<file path="src/design/dcache_pkg.sv">
package dcache_pkg;

	// ======================================================================
	// sizes of the request queue and of a cache line
	// ======================================================================

	// request slots held between the cpu and the bus
	localparam int QUEUE_DEPTH = 4;
	localparam int SLOT_W = $clog2(QUEUE_DEPTH);

	// byte address and cpu transaction id widths
	localparam int ADDR_W = 32;
	localparam int CPU_TID_W = 8;

	// a line goes over the bus as two halves
	localparam int LINE_BYTES = 64;
	localparam int HALF_BYTES = 32;
	// address bit that picks the half
	localparam int HALF_BIT = 5;

	// ======================================================================
	// shared types
	// ======================================================================

	typedef logic [SLOT_W-1:0] slot_idx_t;

	// upper bits carry the slot, bit 0 the half
	typedef logic [SLOT_W:0] bus_tag_t;

	typedef logic [CPU_TID_W-1:0] cpu_tid_t;
	typedef logic [ADDR_W-1:0] addr_t;

	// byte selects, one bit per byte
	typedef logic [LINE_BYTES-1:0] line_sel_t;
	typedef logic [HALF_BYTES-1:0] half_sel_t;

	typedef logic [HALF_BYTES*8-1:0] half_dat_t;
	// index 0 is the low half of the line
	typedef half_dat_t [1:0] line_dat_t;

	// one flag per half
	typedef logic [1:0] half_mask_t;

endpackage

</file>
<file path="src/design/dcache_ctrl.sv">
`timescale 1ns/100ps

module dcache_ctrl (
	input  logic                  clk_i,
	input  logic                  rst_i,
	// cpu request
	input  logic                  cpu_cyc_i,
	input  logic                  cpu_we_i,
	input  logic                  cpu_erc_i,
	input  dcache_pkg::cpu_tid_t  cpu_tid_i,
	input  dcache_pkg::addr_t     cpu_adr_i,
	input  dcache_pkg::line_sel_t cpu_sel_i,
	input  dcache_pkg::line_dat_t cpu_dat_i,
	output logic                  cpu_busy_o,
	// cpu response
	output logic                  cpu_ack_o,
	output dcache_pkg::cpu_tid_t  cpu_ack_tid_o,
	output dcache_pkg::line_dat_t cpu_ack_dat_o,
	output logic                  cpu_ack_err_o,
	// bus request
	output logic                  bus_cyc_o,
	output logic                  bus_we_o,
	output logic                  bus_erc_o,
	output dcache_pkg::bus_tag_t  bus_tag_o,
	output dcache_pkg::addr_t     bus_adr_o,
	output dcache_pkg::half_sel_t bus_sel_o,
	output dcache_pkg::half_dat_t bus_dat_o,
	input  logic                  bus_full_i,
	// bus response
	input  logic                  bus_ack_i,
	input  dcache_pkg::bus_tag_t  bus_tag_i,
	input  dcache_pkg::half_dat_t bus_dat_i,
	input  logic                  bus_err_i
);
	import dcache_pkg::*;

	// queue to sequencer
	logic      pick_v;
	slot_idx_t pick_slot;
	logic      pick_we;
	logic      pick_erc;
	cpu_tid_t  pick_tid;
	addr_t     pick_adr;
	line_sel_t pick_sel;
	line_dat_t pick_dat;
	logic      take;

	// sequencer to collector
	logic       launch;
	slot_idx_t  launch_slot;
	cpu_tid_t   launch_tid;
	half_mask_t need;
	logic       all_issued;

	// collector back to queue and sequencer
	logic      release_pulse;
	slot_idx_t release_slot;

	dcache_req_queue i_req_queue (
		.clk_i          (clk_i),
		.rst_i          (rst_i),
		.cpu_cyc_i      (cpu_cyc_i),
		.cpu_we_i       (cpu_we_i),
		.cpu_erc_i      (cpu_erc_i),
		.cpu_tid_i      (cpu_tid_i),
		.cpu_adr_i      (cpu_adr_i),
		.cpu_sel_i      (cpu_sel_i),
		.cpu_dat_i      (cpu_dat_i),
		.take_i         (take),
		.release_i      (release_pulse),
		.release_slot_i (release_slot),
		.cpu_busy_o     (cpu_busy_o),
		.pick_v_o       (pick_v),
		.pick_slot_o    (pick_slot),
		.pick_we_o      (pick_we),
		.pick_erc_o     (pick_erc),
		.pick_tid_o     (pick_tid),
		.pick_adr_o     (pick_adr),
		.pick_sel_o     (pick_sel),
		.pick_dat_o     (pick_dat)
	);

	dcache_tran_seq i_tran_seq (
		.clk_i         (clk_i),
		.rst_i         (rst_i),
		.pick_v_i      (pick_v),
		.pick_slot_i   (pick_slot),
		.pick_we_i     (pick_we),
		.pick_erc_i    (pick_erc),
		.pick_tid_i    (pick_tid),
		.pick_adr_i    (pick_adr),
		.pick_sel_i    (pick_sel),
		.pick_dat_i    (pick_dat),
		.bus_full_i    (bus_full_i),
		.line_done_i   (release_pulse),
		.take_o        (take),
		.launch_o      (launch),
		.launch_slot_o (launch_slot),
		.launch_tid_o  (launch_tid),
		.need_o        (need),
		.all_issued_o  (all_issued),
		.bus_cyc_o     (bus_cyc_o),
		.bus_we_o      (bus_we_o),
		.bus_erc_o     (bus_erc_o),
		.bus_tag_o     (bus_tag_o),
		.bus_adr_o     (bus_adr_o),
		.bus_sel_o     (bus_sel_o),
		.bus_dat_o     (bus_dat_o)
	);

	dcache_resp_collect i_resp_collect (
		.clk_i          (clk_i),
		.rst_i          (rst_i),
		.launch_i       (launch),
		.launch_slot_i  (launch_slot),
		.launch_tid_i   (launch_tid),
		.need_i         (need),
		.all_issued_i   (all_issued),
		.bus_ack_i      (bus_ack_i),
		.bus_tag_i      (bus_tag_i),
		.bus_dat_i      (bus_dat_i),
		.bus_err_i      (bus_err_i),
		.cpu_ack_o      (cpu_ack_o),
		.cpu_ack_tid_o  (cpu_ack_tid_o),
		.cpu_ack_dat_o  (cpu_ack_dat_o),
		.cpu_ack_err_o  (cpu_ack_err_o),
		.release_o      (release_pulse),
		.release_slot_o (release_slot)
	);

endmodule

</file>
<file path="src/design/dcache_req_queue.sv">
`timescale 1ns/100ps

module dcache_req_queue (
	input  logic                  clk_i,
	input  logic                  rst_i,
	input  logic                  cpu_cyc_i,
	input  logic                  cpu_we_i,
	input  logic                  cpu_erc_i,
	input  dcache_pkg::cpu_tid_t  cpu_tid_i,
	input  dcache_pkg::addr_t     cpu_adr_i,
	input  dcache_pkg::line_sel_t cpu_sel_i,
	input  dcache_pkg::line_dat_t cpu_dat_i,
	input  logic                  take_i,
	input  logic                  release_i,
	input  dcache_pkg::slot_idx_t release_slot_i,
	output logic                  cpu_busy_o,
	output logic                  pick_v_o,
	output dcache_pkg::slot_idx_t pick_slot_o,
	output logic                  pick_we_o,
	output logic                  pick_erc_o,
	output dcache_pkg::cpu_tid_t  pick_tid_o,
	output dcache_pkg::addr_t     pick_adr_o,
	output dcache_pkg::line_sel_t pick_sel_o,
	output dcache_pkg::line_dat_t pick_dat_o
);
	import dcache_pkg::*;

	// slot holds a request
	logic [QUEUE_DEPTH-1:0] valid_q;
	// slot handed to the sequencer, not offered again
	logic [QUEUE_DEPTH-1:0] serv_q;

	// request fields per slot
	logic      we_q  [QUEUE_DEPTH];
	logic      erc_q [QUEUE_DEPTH];
	cpu_tid_t  tid_q [QUEUE_DEPTH];
	addr_t     adr_q [QUEUE_DEPTH];
	line_sel_t sel_q [QUEUE_DEPTH];
	line_dat_t dat_q [QUEUE_DEPTH];

	logic      free_v;
	slot_idx_t free_slot;
	logic      dup_hit;
	logic      accept;
	slot_idx_t pick_slot;

	// ======================================================================
	// slot search
	// ======================================================================

	// lowest free slot, scanned downward so the last hit wins
	always_comb begin
		free_v = 1'b0;
		free_slot = '0;
		for (int i = QUEUE_DEPTH-1; i >= 0; i--) begin
			if (!valid_q[i]) begin
				free_v = 1'b1;
				free_slot = slot_idx_t'(i);
			end
		end
	end

	// same tid already waiting or in service
	always_comb begin
		dup_hit = 1'b0;
		for (int i = 0; i < QUEUE_DEPTH; i++) begin
			if (valid_q[i] && tid_q[i] == cpu_tid_i)
				dup_hit = 1'b1;
		end
	end

	// a duplicate or a full queue drops the request
	assign accept = cpu_cyc_i && free_v && !dup_hit;
	assign cpu_busy_o = !free_v;

	// lowest slot that is waiting for service
	always_comb begin
		pick_v_o = 1'b0;
		pick_slot = '0;
		for (int i = QUEUE_DEPTH-1; i >= 0; i--) begin
			if (valid_q[i] && !serv_q[i]) begin
				pick_v_o = 1'b1;
				pick_slot = slot_idx_t'(i);
			end
		end
	end

	assign pick_slot_o = pick_slot;
	assign pick_we_o = we_q[pick_slot];
	assign pick_erc_o = erc_q[pick_slot];
	assign pick_tid_o = tid_q[pick_slot];
	assign pick_adr_o = adr_q[pick_slot];
	assign pick_sel_o = sel_q[pick_slot];
	assign pick_dat_o = dat_q[pick_slot];

	// ======================================================================
	// slot state
	// ======================================================================

	always_ff @(posedge clk_i) begin
		if (rst_i) begin
			valid_q <= '0;
			serv_q <= '0;
		end else begin
			if (accept) begin
				valid_q[free_slot] <= 1'b1;
				serv_q[free_slot] <= 1'b0;
			end
			if (take_i)
				serv_q[pick_slot] <= 1'b1;
			// release only ever hits the slot in service
			if (release_i) begin
				valid_q[release_slot_i] <= 1'b0;
				serv_q[release_slot_i] <= 1'b0;
			end
		end
	end

	// request fields captured on accept
	always_ff @(posedge clk_i) begin
		if (accept) begin
			we_q[free_slot] <= cpu_we_i;
			erc_q[free_slot] <= cpu_erc_i;
			tid_q[free_slot] <= cpu_tid_i;
			adr_q[free_slot] <= cpu_adr_i;
			sel_q[free_slot] <= cpu_sel_i;
			dat_q[free_slot] <= cpu_dat_i;
		end
	end

endmodule

</file>
<file path="src/design/dcache_resp_collect.sv">
`timescale 1ns/100ps

module dcache_resp_collect (
	input  logic                   clk_i,
	input  logic                   rst_i,
	input  logic                   launch_i,
	input  dcache_pkg::slot_idx_t  launch_slot_i,
	input  dcache_pkg::cpu_tid_t   launch_tid_i,
	input  dcache_pkg::half_mask_t need_i,
	input  logic                   all_issued_i,
	input  logic                   bus_ack_i,
	input  dcache_pkg::bus_tag_t   bus_tag_i,
	input  dcache_pkg::half_dat_t  bus_dat_i,
	input  logic                   bus_err_i,
	output logic                   cpu_ack_o,
	output dcache_pkg::cpu_tid_t   cpu_ack_tid_o,
	output dcache_pkg::line_dat_t  cpu_ack_dat_o,
	output logic                   cpu_ack_err_o,
	output logic                   release_o,
	output dcache_pkg::slot_idx_t  release_slot_o
);
	import dcache_pkg::*;

	// a request is being collected
	logic       active_q;
	// halves still awaiting a bus ack
	half_mask_t pend_q;
	logic       ack_q;

	slot_idx_t slot_q;
	cpu_tid_t  tid_q;
	line_dat_t line_q;
	logic      err_q;

	slot_idx_t ack_slot;
	logic      ack_half;
	logic      ack_hit;
	logic      done;

	// tag splits into slot and half
	assign ack_slot = bus_tag_i[SLOT_W:1];
	assign ack_half = bus_tag_i[0];

	// stray or repeated acks fall out here
	assign ack_hit = bus_ack_i && active_q && (ack_slot == slot_q) && pend_q[ack_half];

	// everything issued and nothing left to wait for
	assign done = active_q && all_issued_i && (pend_q == '0);

	// ======================================================================
	// collection and completion
	// ======================================================================

	always_ff @(posedge clk_i) begin
		if (rst_i) begin
			active_q <= 1'b0;
			pend_q <= '0;
			ack_q <= 1'b0;
		end else begin
			// one pulse, active drops on the same edge
			ack_q <= done;
			if (launch_i) begin
				active_q <= 1'b1;
				pend_q <= need_i;
			end else begin
				if (ack_hit)
					pend_q[ack_half] <= 1'b0;
				if (done)
					active_q <= 1'b0;
			end
		end
	end

	// line buffer starts from zero so unrequested halves read back as zero
	always_ff @(posedge clk_i) begin
		if (launch_i) begin
			slot_q <= launch_slot_i;
			tid_q <= launch_tid_i;
			line_q <= '0;
			err_q <= 1'b0;
		end else if (ack_hit) begin
			line_q[ack_half] <= bus_dat_i;
			err_q <= err_q | bus_err_i;
		end
	end

	assign cpu_ack_o = ack_q;
	assign cpu_ack_tid_o = tid_q;
	assign cpu_ack_dat_o = line_q;
	assign cpu_ack_err_o = err_q;

	// the slot is freed on the same cycle as the cpu ack
	assign release_o = ack_q;
	assign release_slot_o = slot_q;

endmodule

</file>
<file path="src/design/dcache_tran_seq.sv">
`timescale 1ns/100ps

module dcache_tran_seq (
	input  logic                   clk_i,
	input  logic                   rst_i,
	input  logic                   pick_v_i,
	input  dcache_pkg::slot_idx_t  pick_slot_i,
	input  logic                   pick_we_i,
	input  logic                   pick_erc_i,
	input  dcache_pkg::cpu_tid_t   pick_tid_i,
	input  dcache_pkg::addr_t      pick_adr_i,
	input  dcache_pkg::line_sel_t  pick_sel_i,
	input  dcache_pkg::line_dat_t  pick_dat_i,
	input  logic                   bus_full_i,
	input  logic                   line_done_i,
	output logic                   take_o,
	output logic                   launch_o,
	output dcache_pkg::slot_idx_t  launch_slot_o,
	output dcache_pkg::cpu_tid_t   launch_tid_o,
	output dcache_pkg::half_mask_t need_o,
	output logic                   all_issued_o,
	output logic                   bus_cyc_o,
	output logic                   bus_we_o,
	output logic                   bus_erc_o,
	output dcache_pkg::bus_tag_t   bus_tag_o,
	output dcache_pkg::addr_t      bus_adr_o,
	output dcache_pkg::half_sel_t  bus_sel_o,
	output dcache_pkg::half_dat_t  bus_dat_o
);
	import dcache_pkg::*;

	typedef enum logic [1:0] {
		st_idle,
		st_issue,
		st_wait
	} seq_state_t;

	seq_state_t state_q;

	// request in service
	slot_idx_t slot_q;
	logic      we_q;
	logic      erc_q;
	addr_t     adr_q;
	line_sel_t sel_q;
	line_dat_t dat_q;
	// half on the bus right now
	logic      half_q;

	half_mask_t pick_has;
	logic       upper_has;
	logic       xfer;

	// halves of the picked request with any byte selected
	assign pick_has[0] = |pick_sel_i[HALF_BYTES-1:0];
	assign pick_has[1] = |pick_sel_i[LINE_BYTES-1:HALF_BYTES];
	assign upper_has = |sel_q[LINE_BYTES-1:HALF_BYTES];

	// take only from idle, launch goes out on the same edge
	assign take_o = (state_q == st_idle) && pick_v_i;
	assign launch_o = take_o;
	assign launch_slot_o = pick_slot_i;
	assign launch_tid_o = pick_tid_i;
	// plain writes get no answer, so nothing is awaited for them
	assign need_o = pick_has & {2{!pick_we_i || pick_erc_i}};

	assign xfer = bus_cyc_o && !bus_full_i;

	// ======================================================================
	// sequencing FSM
	// ======================================================================

	always_ff @(posedge clk_i) begin
		if (rst_i) begin
			state_q <= st_idle;
		end else begin
			case (state_q)
				st_idle: begin
					// a request with no selects skips the bus entirely
					if (take_o)
						state_q <= (|pick_has) ? st_issue : st_wait;
				end
				st_issue: begin
					if (xfer && (half_q || !upper_has))
						state_q <= st_wait;
				end
				st_wait: begin
					// collector has acked the cpu
					if (line_done_i)
						state_q <= st_idle;
				end
				default: state_q <= st_idle;
			endcase
		end
	end

	always_ff @(posedge clk_i) begin
		if (take_o) begin
			slot_q <= pick_slot_i;
			we_q <= pick_we_i;
			erc_q <= pick_erc_i;
			adr_q <= pick_adr_i;
			sel_q <= pick_sel_i;
			dat_q <= pick_dat_i;
			// start at the upper half when the lower one is empty
			half_q <= !pick_has[0];
		end else if (xfer) begin
			half_q <= 1'b1;
		end
	end

	// ======================================================================
	// bus request
	// ======================================================================

	// all fields come from registers and hold while the bus is full
	assign bus_cyc_o = (state_q == st_issue);
	assign bus_we_o = we_q;
	assign bus_erc_o = erc_q;
	assign bus_tag_o = {slot_q, half_q};
	assign bus_adr_o = {adr_q[ADDR_W-1:HALF_BIT+1], half_q, {HALF_BIT{1'b0}}};
	assign bus_sel_o = half_q ? sel_q[LINE_BYTES-1:HALF_BYTES] : sel_q[HALF_BYTES-1:0];
	assign bus_dat_o = dat_q[half_q];

	assign all_issued_o = (state_q == st_wait);

endmodule

</file>
<file path="config.mk">
export PLATFORM = sky130hd
export DESIGN_NAME = dcache_ctrl
export DESIGN_NICKNAME = d
export VERILOG_FILES = /design/src/design/dcache_pkg.sv /design/src/design/dcache_ctrl.sv /design/src/design/dcache_req_queue.sv /design/src/design/dcache_resp_collect.sv /design/src/design/dcache_tran_seq.sv
export SDC_FILE = /design/constraint.sdc
export NUM_CORES = 2
export LEC_CHECK = 0
export ABC_AREA = 1
export BUFFER_PORTS_ARGS = -buffer_cell sky130_fd_sc_hd__buf_2
export CORE_AREA = 2 2 681 683
export DETAILED_ROUTE_END_ITERATION = 7
export DIE_AREA = 0 0 683 685
export GPL_ROUTABILITY_DRIVEN = 0
export PLACE_DENSITY = 0.53
export SYNTH_ARGS = -nofsm -noshare
export SYNTH_HDL_FRONTEND = slang
export SYNTH_SLANG_ARGS = --single-unit
</file>
<file path="constraint.sdc">
create_clock -name clk_i -period 54.6 [get_ports clk_i]
set_clock_uncertainty 0.15 [all_clocks]
set_input_delay 16.38 -clock clk_i [delete_from_list [all_inputs] [get_ports clk_i]]
set_output_delay 16.38 -clock clk_i [all_outputs]
set_load 0.1 [all_outputs]
</file>
==> results.ini <==
[worst_setup_path]
crit_family=buffers and inverters
worstSetupPathType=in2reg
cp_common_cell=buf_4
worstSetupPathDepth=16
crit_required_ns=55.01
max_stage_delay_ns=0.85
endpoint=i_req_queue.dat_q[3][116]$_DFFE_PP_
crit_chain=buf_2 > inv_1 > or2_2 > o21ai_0 > a211oi_1 > nand3_1 > nand2_1 > inv_1 > nand2_1 > nor2_1 > nand2_1 > inv_8 > buf_4 > buf_4 > buf_4 > buf_4
r2r_end=i_tran_seq.dat_q[431]$_DFFE_PP_
crit_start=cpu_tid_i[0]
start_kind=primary input
r2r_slack_ns=48.14
crit_slowest_cell=buf_4
ff2ff_path_depth=10
endpoint_kind=flip-flop
arrival_ns=21.78
worstReg2RegStart=i_req_queue.valid_q[2]$_SDFF_PP0_
path_buf_inv=8
critical_path.max_fanout=78

[route]
ant_nets=0
vias_per_cell=4.538
wl_per_cell_um=26.42
first_iter_violations=5954
drc=0
dr_total_vias=80980
dr.pass1.iters=6
drt-total-wl_um=471500

[yosys]
synthFlopType=edfxtp_1
synth_area_per_cell_um2=13.81
synth_edf_count=3063
yosysWarnings=0
ys_seq_area_share_pct=79.07
syn_inst=9390
ys_ff_latch=3590
ys_top_cells_by_area=edfxtp_1 71%, dfxtp_1 8.1%, nand2_1 7.1%, nand4_1 2.7%, mux2_2 2.3%
yosysUniqueCellTypes=42
synth_top_area_share_pct=70.93
async_reset_ff_share_pct=0
yosysTopAreaCell=edfxtp_1
syn_area_mm2=0.1297

[finish]
nFillCells=45230
final_cell_mix=3063 x edfxtp_1, 2463 x nand2_1, 1720 x buf_2
mostFrequentLayoutCell=edfxtp_1
design_area_mm2=0.1584
multi_input_area_mm2=0.02286
seq_area_mm2=0.1025
area_delta_synth_final_pct=22.19
fin_nets=12010
fin_cells=17850
final_layout_size_suffix_gt1_share_pct=23.45
utilization_pct=34.34

[timing]
relSlewSlack_pct=-6.782
period_share_pct=39.13
drv_slew=4
period_minus_slack_ns=21.37
rsz0062_at_grt=false
fin_setup_tns_ns=0
tightest_slew_ns=1.585
max_freq_mhz=46.80
final-setup-viol-count=0
hold_violations=0

[run]
drv_cap=2

[die]
die_area_mm2=0.4679
die_x_um=683
num_rows=250
start_util_pct=28.10
coreArea_mm2=0.4614
die_h_um=685
pin_count=1732

[grt]
grt_start_max_net_pins=148
grt_usage_pct=19.34
grt_pass1_vias=75070
grt_pass1_wl_um=628200
overflow=0
antenna_found_initial=420

[clock_tree]
clkSinkCount=3590
cts_setup_buffers=0
cts-root-buf=clkbuf_16
worstSkewPairLatency_ns=0.98
path_clk_slew_ns=0.06
cts_resized=0
numCtsBuffers=384
holdBufCountCts=0
cts_htree_levels=5
cts_tree=built
clock_path_buffers=4

[pwr]
clockPowerShare_pct=38.9
seq_power_share_pct=47.0
p_sw_w=0.001947
p_sw_share_pct=28.90
intPower_w=0.004790
ir_drop_uv=37.11
p_per_area_mw_per_mm2=42.52
comb_power_share_pct=14.1
cellLeakagePower_nw=56.26

[placement]
io_buffer_count=1720
dp.cells=16920
place_area_mm2=0.1452
hpwl_um=319200

[status]
violations=capacitance limit, slew limit
status=finished, violations left

[worst_hold_path]
hp-class=reg2reg

layer usage:
metal | vias to the layer above | global-route usage (%) | routed length, um
li1 | 37100 | - | -
met2 | 2937 | 32.78 | 230400
met1 | 39330 | 19.79 | 160500
met3 | 1407 | 6.908 | 41880
met5 | - | 0 | 1352
met4 | 210 | 13.67 | 37500
through the flow:
step	worst slack (ns)	hold slack, ns	total power (W)
final	33.23	0.2902	0.006737
after global routing	32.77	0.3047	0.006950
after CTS	33.18	0.2915	0.006803
after detailed placement	32.11	0.2829	0.004181
after global placement	32.08	0.2790	0.004178
after floorplan	10.40	0.2985	0.003977
synth_stat cells (all sizes together), types with 3 or more instances:
library cell  instances
a21oi               558
a221o                 3
a31oi                 3
buf                  85
clkbuf              401
dfxtp               527
edfxtp             3063
inv                 636
mux2                264
nand2              2472
nand3               141
nand3b               11
nand4               550
nor2                 87
nor3                  9
nor4                  4
o21ai               534
o22ai                14
xor2                 12
worst min path at each step:
stage	slack [ns]	cells past startpoint	startpoint	end
2_1_floorplan	0.30	2	i_req_queue.serv_q[1]$_SDFF_PP0_	i_req_queue.serv_q[1]$_SDFF_PP0_
3_3_place_gp	0.28	2	i_resp_collect.cpu_ack_dat_o[23]$_SDFFE_PP0P_	i_resp_collect.cpu_ack_dat_o[23]$_SDFFE_PP0P_
3_5_place_dp	0.28	2	i_resp_collect.cpu_ack_dat_o[80]$_SDFFE_PP0P_	i_resp_collect.cpu_ack_dat_o[80]$_SDFFE_PP0P_
4_1_cts	0.29	2	i_resp_collect.cpu_ack_dat_o[200]$_SDFFE_PP0P_	i_resp_collect.cpu_ack_dat_o[200]$_SDFFE_PP0P_
5_1_grt	0.30	2	i_resp_collect.cpu_ack_dat_o[265]$_SDFFE_PP0P_	i_resp_collect.cpu_ack_dat_o[265]$_SDFFE_PP0P_
6_report	0.29	2	i_resp_collect.cpu_ack_dat_o[451]$_SDFFE_PP0P_	i_resp_collect.cpu_ack_dat_o[451]$_SDFFE_PP0P_
layout make-up:
cell class,instances,share of cell area [%]
sequential,3590,64.71
multi-input combinational,4681,14.43
clock buffer,461,6.369
timing repair buffer,1834,6.107
tap,6174,4.875
clock inverter,248,1.643
inverter,637,1.523
antenna,220,0.3475
worst reg2reg max path: stages, from the launching register on:
cell and delay (ns):
dfxtp_1 0.46, nand2_2 0.16, nand2_2 0.17, o21ai_4 0.07
buf_4 0.34, inv_8 0.66, buf_4 0.69, buf_4 0.89
buf_4 0.87, buf_4 0.81, buf_4 0.72
power groups by stage:
stage	registers (W)	clock network [W]	logic, W
final	0.00317	0.00262	0.000948
after global routing	0.00318	0.00278	0.000991
after CTS	0.00317	0.00268	0.000956
after detailed placement	0.00323	0	0.000954
after global placement	0.00323	0	0.000953
after floorplan	0.00340	0	0.000576
registers in the layout (all words and copies together) (netlist names), 8 cells and up:
register,flops
i_req_queue.tid_q,32
i_resp_collect.cpu_ack_tid_o,8
i_tran_seq.sel_q,64
i_req_queue.dat_q,2048
i_resp_collect.cpu_ack_dat_o,512
i_tran_seq.adr_q,26
i_req_queue.adr_q,104
i_tran_seq.dat_q,512
i_req_queue.sel_q,256
kinds of logic after synthesis:
group                     after synthesis  synth area share (%)
and+or+nand+nor                      3277                 10.78
DFF                                  3590                 79.07
other                                   1              0.002892
AOI/OAI and AO/OA                    1122                 4.393
xor gates and xnor gates               13               0.08781
muxes                                 264                 2.293
buffers and inverters                1123                 3.373
Power figures use the tool's default switching activity.
